--- config.mk ---
export PLATFORM = sky130hd
export DESIGN_NAME = mipsCore
export DESIGN_NICKNAME = d
export VERILOG_FILES = /design/src/logic/isaPkg.sv /design/src/logic/pipePkg.sv /design/src/logic/mipsCore.sv /design/src/logic/memWriteback.sv /design/src/logic/executeStage.sv /design/src/logic/pipeControl.sv /design/src/logic/regFile.sv /design/src/logic/fetchUnit.sv
export SDC_FILE = /design/constraint.sdc
export NUM_CORES = 2
export LEC_CHECK = 0
export BUFFER_PORTS_ARGS = -buffer_cell sky130_fd_sc_hd__buf_2
export CAP_MARGIN = 0
export CORE_MARGIN = 5
export CORE_UTILIZATION = 40
export CTS_CLUSTER_DIAMETER = 30
export CTS_CLUSTER_SIZE = 16
export DETAILED_ROUTE_END_ITERATION = 10
export SYNTH_ARGS = -nofsm -noshare
export SYNTH_HDL_FRONTEND = slang
export SYNTH_HIERARCHICAL = 1
export SYNTH_SLANG_ARGS = --single-unit
--- constraint.sdc ---
create_clock -name clk -period 9.61 [get_ports clk]
set_input_delay 0.961 -clock clk [delete_from_list [all_inputs] [get_ports clk]]
set_output_delay 0.961 -clock clk [all_outputs]
set_load 0.05 [all_outputs]
--- src/logic/isaPkg.sv ---
package isaPkg;

    // First fetch address after reset
    localparam logic [31:0] resetPc = 32'h0000_3000;

    // Primary opcodes
    localparam logic [5:0] opSpecial = 6'b000000;
    localparam logic [5:0] opOri     = 6'b001101;
    localparam logic [5:0] opLui     = 6'b001111;
    localparam logic [5:0] opLw      = 6'b100011;
    localparam logic [5:0] opSw      = 6'b101011;
    localparam logic [5:0] opBeq     = 6'b000100;
    localparam logic [5:0] opJ       = 6'b000010;
    localparam logic [5:0] opJal     = 6'b000011;

    // Function codes under opSpecial
    localparam logic [5:0] fnAddu = 6'b100001;
    localparam logic [5:0] fnSubu = 6'b100011;

    typedef logic [4:0] regIdxT;

    // Link register written by jal
    localparam regIdxT linkReg = 5'd31;

    typedef struct packed {
        logic [5:0] opcode;
        regIdxT     rs;
        regIdxT     rt;
        regIdxT     rd;
        logic [4:0] shamt;
        logic [5:0] funct;
    } rFieldsT;

    typedef struct packed {
        logic [5:0]  opcode;
        regIdxT      rs;
        regIdxT      rt;
        logic [15:0] imm;
    } iFieldsT;

    typedef struct packed {
        logic [5:0]  opcode;
        logic [25:0] target;
    } jFieldsT;

    // Same word seen through the R, I and J formats
    typedef union packed {
        rFieldsT r;
        iFieldsT i;
        jFieldsT j;
    } instrU;

endpackage
--- src/logic/pipePkg.sv ---
package pipePkg;
    import isaPkg::*;

    typedef enum logic [1:0] {
        aluAdd,
        aluSub,
        aluOr,
        aluLui
    } aluOpT;

    typedef logic [1:0] tickT;

    // Where an execute operand comes from
    typedef enum logic [1:0] {
        fwdReg,
        fwdMem,
        fwdWb
    } fwdSelT;

    // Stage at which a source is needed, counted from decode
    localparam tickT tUseBranch = 2'd0;
    localparam tickT tUseAlu    = 2'd1;
    localparam tickT tUseStore  = 2'd2;
    // Never below any tNew, so an unused source cannot stall
    localparam tickT tUseNone   = 2'd3;

    // Cycles until the result exists, seen from execute
    localparam tickT tNewLoad = 2'd2;
    localparam tickT tNewAlu  = 2'd1;
    localparam tickT tNewLink = 2'd0;

    typedef struct packed {
        aluOpT  aluOp;
        logic   immB;
        logic   zeroExt;
        logic   memWrite;
        logic   memRead;
        logic   regWrite;
        regIdxT dest;
        tickT   tNew;
    } ctrlT;

    localparam ctrlT bubbleCtrl = '{
        aluOp: aluAdd, immB: 1'b0, zeroExt: 1'b0, memWrite: 1'b0,
        memRead: 1'b0, regWrite: 1'b0, dest: 5'd0, tNew: 2'd0
    };

    typedef struct packed {
        logic [31:0] pc;
        instrU       instr;
        ctrlT        ctrl;
        logic [31:0] rsVal;
        logic [31:0] rtVal;
        logic [31:0] result;
    } stageT;

    typedef struct packed {
        logic [31:0] pc;
        regIdxT      dest;
        logic [31:0] value;
    } wbT;

    typedef struct packed {
        logic [31:0] addr;
        logic [31:0] wdata;
        logic        we;
    } memReqT;

endpackage

--- src/logic/mipsCore.sv ---
module mipsCore
    import isaPkg::*;
    import pipePkg::*;
(
    input  logic        clk,
    input  logic        reset,
    output logic [31:0] instrAddr,
    input  logic [31:0] instr,
    output memReqT      dataReq,
    input  logic [31:0] dataRead,
    output logic        wbValid,
    output wbT          wbInfo
);

    logic        stall;
    logic        flush;
    logic        branchTaken;
    logic        jump;
    logic [31:0] pcD;
    instrU       instrD;
    ctrlT        ctrlD;
    logic [31:0] rsVal;
    logic [31:0] rtVal;
    logic [31:0] fwdRs;
    logic [31:0] fwdRt;
    fwdSelT      exFwdRs;
    fwdSelT      exFwdRt;
    stageT       exStage;
    stageT       memStage;
    logic [31:0] memResult;
    logic [31:0] wbResult;

    fetchUnit fetch0 (
        .clk(clk), .reset(reset), .stall(stall), .branchTaken(branchTaken),
        .jump(jump), .fwdRs(fwdRs), .pcD(pcD), .instrD(instrD),
        .instrAddr(instrAddr), .instr(instr)
    );

    regFile regs0 (
        .clk(clk), .reset(reset), .rsIdx(instrD.r.rs), .rtIdx(instrD.r.rt),
        .wb(wbInfo), .wbEn(wbValid), .rsVal(rsVal), .rtVal(rtVal)
    );

    pipeControl control0 (
        .instrD(instrD), .rsVal(rsVal), .rtVal(rtVal), .memResult(memResult),
        .exStage(exStage), .memStage(memStage), .ctrlD(ctrlD), .stall(stall),
        .flush(flush), .branchTaken(branchTaken), .jump(jump), .fwdRs(fwdRs),
        .fwdRt(fwdRt), .exFwdRs(exFwdRs), .exFwdRt(exFwdRt)
    );

    executeStage execute0 (
        .clk(clk), .reset(reset), .flush(flush), .pcD(pcD), .instrD(instrD),
        .ctrlD(ctrlD), .fwdRs(fwdRs), .fwdRt(fwdRt), .exFwdRs(exFwdRs),
        .exFwdRt(exFwdRt), .memResult(memResult), .wbResult(wbResult),
        .exStage(exStage)
    );

    memWriteback memWb0 (
        .clk(clk), .reset(reset), .exStage(exStage), .dataReq(dataReq),
        .dataRead(dataRead), .memStage(memStage), .memResult(memResult),
        .wbResult(wbResult), .wbValid(wbValid), .wbInfo(wbInfo)
    );

endmodule

--- src/logic/memWriteback.sv ---
module memWriteback
    import pipePkg::*;
(
    input  logic        clk,
    input  logic        reset,
    input  stageT       exStage,
    output memReqT      dataReq,
    input  logic [31:0] dataRead,
    output stageT       memStage,
    output logic [31:0] memResult,
    output logic [31:0] wbResult,
    output logic        wbValid,
    output wbT          wbInfo
);

    stageT memReg;
    stageT wbReg;
    stageT memNext;
    stageT wbNext;

    // Tnew counts down as the instruction leaves execute
    always_comb begin
        memNext = exStage;
        if (exStage.ctrl.tNew != '0) begin
            memNext.ctrl.tNew = exStage.ctrl.tNew - 2'd1;
        end
    end

    assign memResult = memReg.ctrl.memRead ? dataRead : memReg.result;

    always_comb begin
        wbNext        = memReg;
        wbNext.result = memResult;
    end

    always_ff @(posedge clk) begin
        memReg <= memNext;
        wbReg  <= wbNext;
        if (reset) begin
            memReg.ctrl <= bubbleCtrl;
            wbReg.ctrl  <= bubbleCtrl;
        end
    end

    // Word address from the ALU, store data from rt
    assign dataReq = '{addr: memReg.result, wdata: memReg.rtVal, we: memReg.ctrl.memWrite};

    assign memStage = memReg;
    assign wbResult = wbReg.result;

    // Writes to register 0 are dropped here
    assign wbValid = wbReg.ctrl.regWrite && wbReg.ctrl.dest != '0;
    assign wbInfo  = '{pc: wbReg.pc, dest: wbReg.ctrl.dest, value: wbReg.result};

endmodule

--- src/logic/executeStage.sv ---
module executeStage
    import isaPkg::*;
    import pipePkg::*;
(
    input  logic        clk,
    input  logic        reset,
    input  logic        flush,
    input  logic [31:0] pcD,
    input  instrU       instrD,
    input  ctrlT        ctrlD,
    input  logic [31:0] fwdRs,
    input  logic [31:0] fwdRt,
    input  fwdSelT      exFwdRs,
    input  fwdSelT      exFwdRt,
    input  logic [31:0] memResult,
    input  logic [31:0] wbResult,
    output stageT       exStage
);

    stageT       dxReg;
    fwdSelT      rsSel;
    fwdSelT      rtSel;
    logic [31:0] opA;
    logic [31:0] opRt;
    logic [31:0] opB;
    logic [31:0] immExt;
    logic [31:0] aluOut;
    logic        isJal;

    function automatic logic [31:0] pickOperand(fwdSelT sel, logic [31:0] captured);
        case (sel)
            fwdMem:  return memResult;
            fwdWb:   return wbResult;
            default: return captured;
        endcase
    endfunction

    always_ff @(posedge clk) begin
        dxReg.pc     <= pcD;
        dxReg.instr  <= instrD;
        dxReg.rsVal  <= fwdRs;
        dxReg.rtVal  <= fwdRt;
        // Link address, kept only by jal
        dxReg.result <= pcD + 32'd8;
        if (reset || flush) begin
            dxReg.ctrl <= bubbleCtrl;
            rsSel      <= fwdReg;
            rtSel      <= fwdReg;
        end else begin
            dxReg.ctrl <= ctrlD;
            rsSel      <= exFwdRs;
            rtSel      <= exFwdRt;
        end
    end

    always_comb begin
        opA  = pickOperand(rsSel, dxReg.rsVal);
        opRt = pickOperand(rtSel, dxReg.rtVal);
    end

    assign immExt = dxReg.ctrl.zeroExt ? {16'h0000, dxReg.instr.i.imm} :
                                         {{16{dxReg.instr.i.imm[15]}}, dxReg.instr.i.imm};
    assign opB    = dxReg.ctrl.immB ? immExt : opRt;

    always_comb begin
        case (dxReg.ctrl.aluOp)
            aluAdd:  aluOut = opA + opB;
            aluSub:  aluOut = opA - opB;
            aluOr:   aluOut = opA | opB;
            aluLui:  aluOut = {opB[15:0], 16'h0000};
            default: aluOut = opA + opB;
        endcase
    end

    assign isJal = (dxReg.instr.j.opcode == opJal);

    always_comb begin
        exStage       = dxReg;
        exStage.rsVal = opA;
        exStage.rtVal = opRt;
        if (!isJal) begin
            exStage.result = aluOut;
        end
    end

    // A bubble only goes in behind a writer in execute or a load now in memory
    bubbleBehindProducer: assert property (@(posedge clk) disable iff (reset)
        flush |-> exStage.ctrl.regWrite || $past(exStage.ctrl.memRead));

endmodule

--- src/logic/pipeControl.sv ---
module pipeControl
    import isaPkg::*;
    import pipePkg::*;
(
    input  instrU       instrD,
    input  logic [31:0] rsVal,
    input  logic [31:0] rtVal,
    input  logic [31:0] memResult,
    input  stageT       exStage,
    input  stageT       memStage,
    output ctrlT        ctrlD,
    output logic        stall,
    output logic        flush,
    output logic        branchTaken,
    output logic        jump,
    output logic [31:0] fwdRs,
    output logic [31:0] fwdRt,
    output fwdSelT      exFwdRs,
    output fwdSelT      exFwdRt
);

    tickT tUseRs;
    tickT tUseRt;
    logic isBeq;
    logic rsHitEx;
    logic rsHitMem;
    logic rtHitEx;
    logic rtHitMem;

    function automatic logic hits(ctrlT producer, regIdxT idx);
        return producer.regWrite && producer.dest != '0 && producer.dest == idx;
    endfunction

    // Single decode, the control word then travels with the instruction
    always_comb begin
        ctrlD  = bubbleCtrl;
        tUseRs = tUseNone;
        tUseRt = tUseNone;
        isBeq  = 1'b0;
        jump   = 1'b0;
        case (instrD.r.opcode)
            opSpecial: begin
                if (instrD.r.funct == fnAddu || instrD.r.funct == fnSubu) begin
                    ctrlD.aluOp    = (instrD.r.funct == fnSubu) ? aluSub : aluAdd;
                    ctrlD.regWrite = 1'b1;
                    ctrlD.dest     = instrD.r.rd;
                    ctrlD.tNew     = tNewAlu;
                    tUseRs         = tUseAlu;
                    tUseRt         = tUseAlu;
                end
            end
            opOri, opLui, opLw: begin
                ctrlD.aluOp    = (instrD.i.opcode == opOri) ? aluOr :
                                 (instrD.i.opcode == opLui) ? aluLui : aluAdd;
                ctrlD.immB     = 1'b1;
                ctrlD.zeroExt  = (instrD.i.opcode == opOri);
                ctrlD.memRead  = (instrD.i.opcode == opLw);
                ctrlD.regWrite = 1'b1;
                ctrlD.dest     = instrD.i.rt;
                ctrlD.tNew     = (instrD.i.opcode == opLw) ? tNewLoad : tNewAlu;
                tUseRs         = (instrD.i.opcode == opLui) ? tUseNone : tUseAlu;
            end
            opSw: begin
                ctrlD.immB     = 1'b1;
                ctrlD.memWrite = 1'b1;
                tUseRs         = tUseAlu;
                tUseRt         = tUseStore;
            end
            opBeq: begin
                isBeq  = 1'b1;
                tUseRs = tUseBranch;
                tUseRt = tUseBranch;
            end
            opJ: begin
                jump = 1'b1;
            end
            opJal: begin
                jump           = 1'b1;
                ctrlD.regWrite = 1'b1;
                ctrlD.dest     = linkReg;
                ctrlD.tNew     = tNewLink;
            end
            default: begin
            end
        endcase
    end

    assign rsHitEx  = hits(exStage.ctrl, instrD.r.rs);
    assign rsHitMem = hits(memStage.ctrl, instrD.r.rs);
    assign rtHitEx  = hits(exStage.ctrl, instrD.r.rt);
    assign rtHitMem = hits(memStage.ctrl, instrD.r.rt);

    // Hold decode while a needed value is still on its way
    assign stall = (rsHitEx && tUseRs < exStage.ctrl.tNew) ||
                   (rsHitMem && tUseRs < memStage.ctrl.tNew) ||
                   (rtHitEx && tUseRt < exStage.ctrl.tNew) ||
                   (rtHitMem && tUseRt < memStage.ctrl.tNew);
    assign flush = stall;

    // Youngest producer wins
    assign fwdRs = rsHitEx ? exStage.result : rsHitMem ? memResult : rsVal;
    assign fwdRt = rtHitEx ? exStage.result : rtHitMem ? memResult : rtVal;

    assign branchTaken = isBeq && (fwdRs == fwdRt);

    // Selects for the next cycle, when each producer has moved one stage on
    assign exFwdRs = rsHitEx ? fwdMem : rsHitMem ? fwdWb : fwdReg;
    assign exFwdRt = rtHitEx ? fwdMem : rtHitMem ? fwdWb : fwdReg;

endmodule

--- src/logic/regFile.sv ---
module regFile
    import isaPkg::*;
    import pipePkg::*;
(
    input  logic        clk,
    input  logic        reset,
    input  regIdxT      rsIdx,
    input  regIdxT      rtIdx,
    input  wbT          wb,
    input  logic        wbEn,
    output logic [31:0] rsVal,
    output logic [31:0] rtVal
);

    logic [31:0] regs [1:31];

    // Register 0 is hardwired, a same-cycle write is passed through
    function automatic logic [31:0] readReg(regIdxT idx);
        if (idx == '0) begin
            return '0;
        end
        if (wbEn && wb.dest == idx) begin
            return wb.value;
        end
        return regs[idx];
    endfunction

    always_comb begin
        rsVal = readReg(rsIdx);
        rtVal = readReg(rtIdx);
    end

    always_ff @(posedge clk) begin
        if (reset) begin
            for (int i = 1; i < 32; i++) begin
                regs[i] <= '0;
            end
        end else if (wbEn) begin
            regs[wb.dest] <= wb.value;
        end
    end

    noWriteToZero: assert property (@(posedge clk) disable iff (reset) wbEn |-> wb.dest != '0);

endmodule

--- src/logic/fetchUnit.sv ---
module fetchUnit
    import isaPkg::*;
(
    input  logic        clk,
    input  logic        reset,
    input  logic        stall,
    input  logic        branchTaken,
    input  logic        jump,
    input  logic [31:0] fwdRs,
    output logic [31:0] pcD,
    output instrU       instrD,
    output logic [31:0] instrAddr,
    input  logic [31:0] instr
);

    logic [31:0] pc;
    logic [31:0] pcNext;
    logic [31:0] slotPc;
    logic [31:0] branchTarget;
    logic [31:0] jumpTarget;

    // Targets are relative to the delay slot
    assign slotPc       = pcD + 32'd4;
    assign branchTarget = slotPc + {{14{instrD.i.imm[15]}}, instrD.i.imm, 2'b00};
    assign jumpTarget   = {slotPc[31:28], instrD.j.target, 2'b00};

    always_comb begin
        if (branchTaken) begin
            pcNext = branchTarget;
        end else if (jump) begin
            pcNext = jumpTarget;
        end else begin
            pcNext = pc + 32'd4;
        end
    end

    // PC and fetch/decode register freeze together on a stall
    always_ff @(posedge clk) begin
        if (!stall) begin
            pcD <= pc;
        end
        if (reset) begin
            pc     <= resetPc;
            instrD <= '0;
        end else if (!stall) begin
            pc     <= pcNext;
            instrD <= instr;
        end
    end

    assign instrAddr = pc;

    pcAligned: assert property (@(posedge clk) disable iff (reset) pc[1:0] == 2'b00);

    // Forwarded rs operand of decode is resolved in every cycle
    rsOperandKnown: assert property (@(posedge clk) disable iff (reset)
        !$isunknown(fwdRs));

endmodule

# [Word-level counts from Yosys, hierarchy flattened]
# Memory sizes are Yosys's and may differ from the RTL's. A register that Yosys moved wholly into a read port is not among the register bits.
# Index checks and enable logic that the tools add are counted.
[totals] ff_bits=450 mem_bits_rw=992 output_inout_bits=167 word_cells=164 memories=1
[op_classes] addsub=7 magnitude_cmp=4 n_eq_ne=24 n_mux=60 bitwise_logic=2 reduce_logical=34
[mem_list] memory="regs0.regs" depth=31 word_bits=32 rd=2 rd_ports_with_merged_regs=2 write_ports=31 line="regFile.sv:15" text="logic [31:0] regs [1:31];"
[op_table] operator="two-way mux 32 bit" n=19
[op_table] operator="case mux 32 bit (2 select lines)" n=2
[op_table] operator="case mux 32 bit (4 select lines)" n=1
[op_table] operator="adder 32 x 3 -> 32 bit (second input constant)" n=2
[op_table] operator="adder 32 bit" n=2
[op_table] operator="adder 32 x 4 -> 32 bit (second input constant)" n=1
[op_table] operator="equality test 32 bit" n=1
[op_table] operator="OR 32 bit" n=1
[op_table] operator="OR reduction 32 bit" n=1
[op_table] operator="subtractor 32 bit" n=1
[op_table] operator="equality test 5 bit" n=6
[op_table] operator="two-way mux 5 bit" n=5
[op_table] operator="equality test 6 bit (second input constant)" n=4
[op_table] operator="case mux 8 bit (3 select lines)" n=1
[op_table] operator="two-way mux 1 bit" n=19
[op_table] operator="equality test 6 x 2 -> 1 bit (second input constant)" n=3
[op_table] operator="two-way mux 2 bit" n=9
[op_table] operator="nonzero test 5 bit" n=3
[op_table] operator="logical AND 1 bit" n=14
[op_table] operator="equality test 6 x 4 -> 1 bit (second input constant)" n=2
[op_table] operator="zero test 5 bit" n=2
[op_table] operator="equality test 2 bit (second input constant)" n=4
[op_table] operator="< comparator 2 bit" n=4
[op_table] operator="two-way mux 8 bit" n=1
[op_table] operator="14 further kinds" n=23

# [Logic depth before layout (Yosys ltp)]
[logic_depth] ltp_word=12 ltp_mapped=35 mapped_depth_nobuf=32

# [By module]
# The synthesis kept the hierarchy.
[modules_own_cells] module="regFile" instances=1 cells_per_inst=4170 area_per_inst_um2=56551.7
[modules_own_cells] module="executeStage" instances=1 cells_per_inst=1157 area_per_inst_um2=9710.6
[modules_own_cells] module="memWriteback" instances=1 cells_per_inst=470 area_per_inst_um2=6670.1
[modules_own_cells] module="fetchUnit" instances=1 cells_per_inst=713 area_per_inst_um2=6281.0
[modules_own_cells] module="pipeControl" instances=1 cells_per_inst=438 area_per_inst_um2=2807.7

# [Worst setup path before layout]
# No wires, ideal clock.
[synth_path] path_kind="in2reg" from="input dataRead[1]" to="register fetch0.pc[31], in the netlist fetch0/instrAddr[31]" arrival_time_ns=7.346 required_time_ns=9.507 slack_ns=2.161 cell_stages=31 cell_sequence="mux2_2 > a221oi_1 > nor3_1 > a21oi_1 > ha_1 > nand2_1 > or3_4 > or4_4 > o21ai_0 > xnor2_1 > ha_1 > a21o_1 > a21o_1 > a21o_1 > o41ai_1 > o21ai_0 > xnor2_1 > a21oi_1 > nor3_1 > a31oi_1 > xor2_1 > nor4_1 > nand4_1 > nor4_2 > clkbuf_1 > or2_2 > buf_1 > nor2_1 > a211oi_1 > a21oi_1 > a2111oi_2"
[synth_rtl] item="start: declaration" line="mipsCore.sv:10" text="input logic [31:0] dataRead,"
[synth_rtl] item="end signal: assignment" line="fetchUnit.sv:43" text="pc <= resetPc;"
[synth_rtl] item="end signal: assignment" line="fetchUnit.sv:46" text="pc <= pcNext;"
[synth_rtl] item="end: declaration" line="fetchUnit.sv:16" text="logic [31:0] pc;"

==> results.cfg <==
[power]
powerDensity_nw_per_um2 = 245
finalPower_mw = 22.7
seq_power_share_pct = 32.8
switching_share_of_total_power_pct = 31.8
p_switching_mw = 7.22
static_leakage_nw = 34.6
cellInternalPower_mw = 15.5
p_comb_share_pct = 19.1
peakVddDrop_mv = 0.195
p_clk_share_pct = 48.2

[worst_setup_path]
cp-end-kind = register
timing.critical_path.mode_cell = sky130_fd_sc_hd__a21oi_1
critical_path.max_stage_delay_ns = 0.78
critical_path_required_ns = 10.41
element_type_at_the_critical_path_start = register
worst-path-max-fanout = 11
slowest_cell_on_crit_path = sky130_fd_sc_hd__o31ai_1
timing.setup.critical_path_class = reg -> reg
worst_ep_arrival_time_ns = 9.73

[clock_network]
clock_latency_ns = 0.94
postCtsSetupBuffers = 0
cts_sinks = 1461
cts_hold_buffers = 0
cts_htree_levels = 5
worst_setup_hold_path_clk_slew_ns = 0.05
cts_tree = done
clock_tree.buffer_depth = 4
numCtsBuffers = 329
ctsResizeCount = 0
root_buffer = sky130_fd_sc_hd__clkbuf_16

[sta]
post_layout_worst_setup_margin_ns = 0.677
finalMaxSlewViolations = 0
finalCriticalPeriod_ns = 8.93
setup_tns_ns = 0
rsz0062_at_grt = false
max_freq_mhz = 112
setup_viol = 0
worst_clock_skew_ns = 0.0748
post-route-period-util_pct = 93.0
hold_violations = 0
slew_at_the_pin_with_the_worst_max_slew_slack_ns = 1.31
max_slew_margin_pct = 12.5

[run]
maxCapViolCount = 0

[detailed_routing]
drt-vias-per-instance = 6.23
route.final.wire_length_mm = 315
drt-pass1-iter-count = 7
vias = 60600
first_iter_violations = 8462
drt.antenna.violating_nets = 0
route.detailed.wl_per_inst_um = 32.4
remaining_drc_errors = 0

[synth]
synth_cells = 6764
mappedNetlistNets = 6915
post_synth.cell_area_avg_um2 = 11.8
synth_area_um2 = 79700
yosysWarningCount = 6

[floorplanning]
io_pins = 233
die_h_um = 456
design.core.area_um2 = 198000
fp.dieArea_um2 = 208000
floorplan.die.width_um = 456
start_util_pct = 40.3
row_count = 163

[hold_path]
worstHoldPathType = in -> reg

[global_routing]
grt_start_max_net_pins = 93
grtUsageTotal_pct = 29.1
global_route.overflow_total = 0
initial_antenna_violation_count = 18
grt_pass1_vias = 58600
wire_length_of_the_first_global_routing_pass_mm = 439

[place]
dp_worst_setup_slack_ns = 0.448
placement.io_buffers = 232
gp_routability_congestion = 0.965
detailed_place.area_um2 = 81900
post-dp-hpwl_mm = 200

[run_status]
outcome = finished, final reports clean

[layout]
layout.cell_area.non_filler_um2 = 92800
post_route_cells_drive_above_1_share_pct = 21.0
layout.filler_cells = 17500
final_core_util_pct = 46.9
synthToLayoutAreaGrowth_pct = 16.5
register_area_um2 = 39900
multi_input_area_um2 = 35800
finalNetCount = 6974
cell type report:
| cell class | instances | area share, % |
|---|---|---|
| diodes | 11 | 0.0297 |
| multi-input cells | 4557 | 38.6 |
| repair buffers | 435 | 3.04 |
| well taps | 2640 | 3.56 |
| clock inverters | 208 | 2.32 |
| clock buffers | 373 | 9.32 |
| inverters | 39 | 0.158 |
| flip-flops and latches | 1461 | 43.0 |
power by group through the flow:
| stage | clock network, mW | logic [mW] | registers [mW] |
|---|---|---|---|
| 2_1_floorplan | 0 | 2.37 | 7.71 |
| 3_3_place_gp | 0 | 4.18 | 7.54 |
| 3_5_place_dp | 0 | 4.19 | 7.55 |
| 4_1_cts | 11.0 | 4.21 | 7.44 |
| 5_1_grt | 11.4 | 4.45 | 7.47 |
| 6_report | 11.0 | 4.34 | 7.45 |
cell usage in the layout (no fill, tap or decap), types with 107 or more instances in the layout:
master and n:
sky130_fd_sc_hd__a21oi_1 174, sky130_fd_sc_hd__a22oi_1 118, sky130_fd_sc_hd__and2_1 1022, sky130_fd_sc_hd__buf_2 231, sky130_fd_sc_hd__buf_4 193, sky130_fd_sc_hd__clkbuf_16 337
sky130_fd_sc_hd__dfxtp_1 392, sky130_fd_sc_hd__edfxtp_1 1056, sky130_fd_sc_hd__mux2i_1 520, sky130_fd_sc_hd__mux4_2 292, sky130_fd_sc_hd__nand2_1 333, sky130_fd_sc_hd__nor2_1 356
sky130_fd_sc_hd__nor3_1 148, sky130_fd_sc_hd__o21ai_0 179, sky130_fd_sc_hd__o22ai_1 107, sky130_fd_sc_hd__xnor2_1 116
path summary, 6_finish.rpt:
check,from,end,slack (ns),depth (start not counted)
setup / recovery,execute0/rtSel[1],fetch0/instrAddr[24],0.68,28
hold / removal,instr[16],fetch0/instrD[16],0.30,3
setup reg to reg,execute0/rtSel[1],fetch0/instrAddr[24],0.68,28
hold reg to reg,memWb0/memStage[144],memWb0/wbInfo[39],0.32,0
through the flow:
| stage | std cells | hold slack [ns] |
|---|---|---|
| final | 9724 | 0.297 |
| after global routing | 9713 | 0.275 |
| after CTS | 9713 | 0.239 |
| after detailed placement | 9132 | 0.312 |
| after global placement | 9132 | 0.313 |
| after floorplan | 6764 | 0.310 |
critical path, delay by kind of cell (launching register included):
family / cells / cell delay [ns]
and+or+nand+nor: 7 / 2.68
AOI/OAI and AO/OA: 13 / 3.70
adders and majority gates: 2 / 0.96
xor gates and xnor gates: 2 / 0.42
buffers and inverters: 4 / 0.73
DFF: 1 / 0.33
per-layer routing:
metal | wire, µm | track usage, % | vias to the layer above
li1 | - | - | 25200
met1 | 119000 | 37.5 | 30500
met2 | 137000 | 43.4 | 4014
met3 | 39300 | 9.35 | 901
met4 | 19700 | 15.7 | 4
met5 | 27 | 0 | -
flip-flops by register name, summed over array words and instances, names as in the netlist:
signal	count
memWb0/wbReg	1
fetch0/pcD	32
memWb0/memStage	41
fetch0/instrD	32
execute0/dxReg	96
execute0/exStage	65
fetch0/instrAddr	32
memWb0/wbInfo	37
memWb0/dataReq	65
memWb0/wbResult	32
regs0/regs	1024
execute0/rsSel	2
execute0/rtSel	2
(Power assumes the default switching activity.)
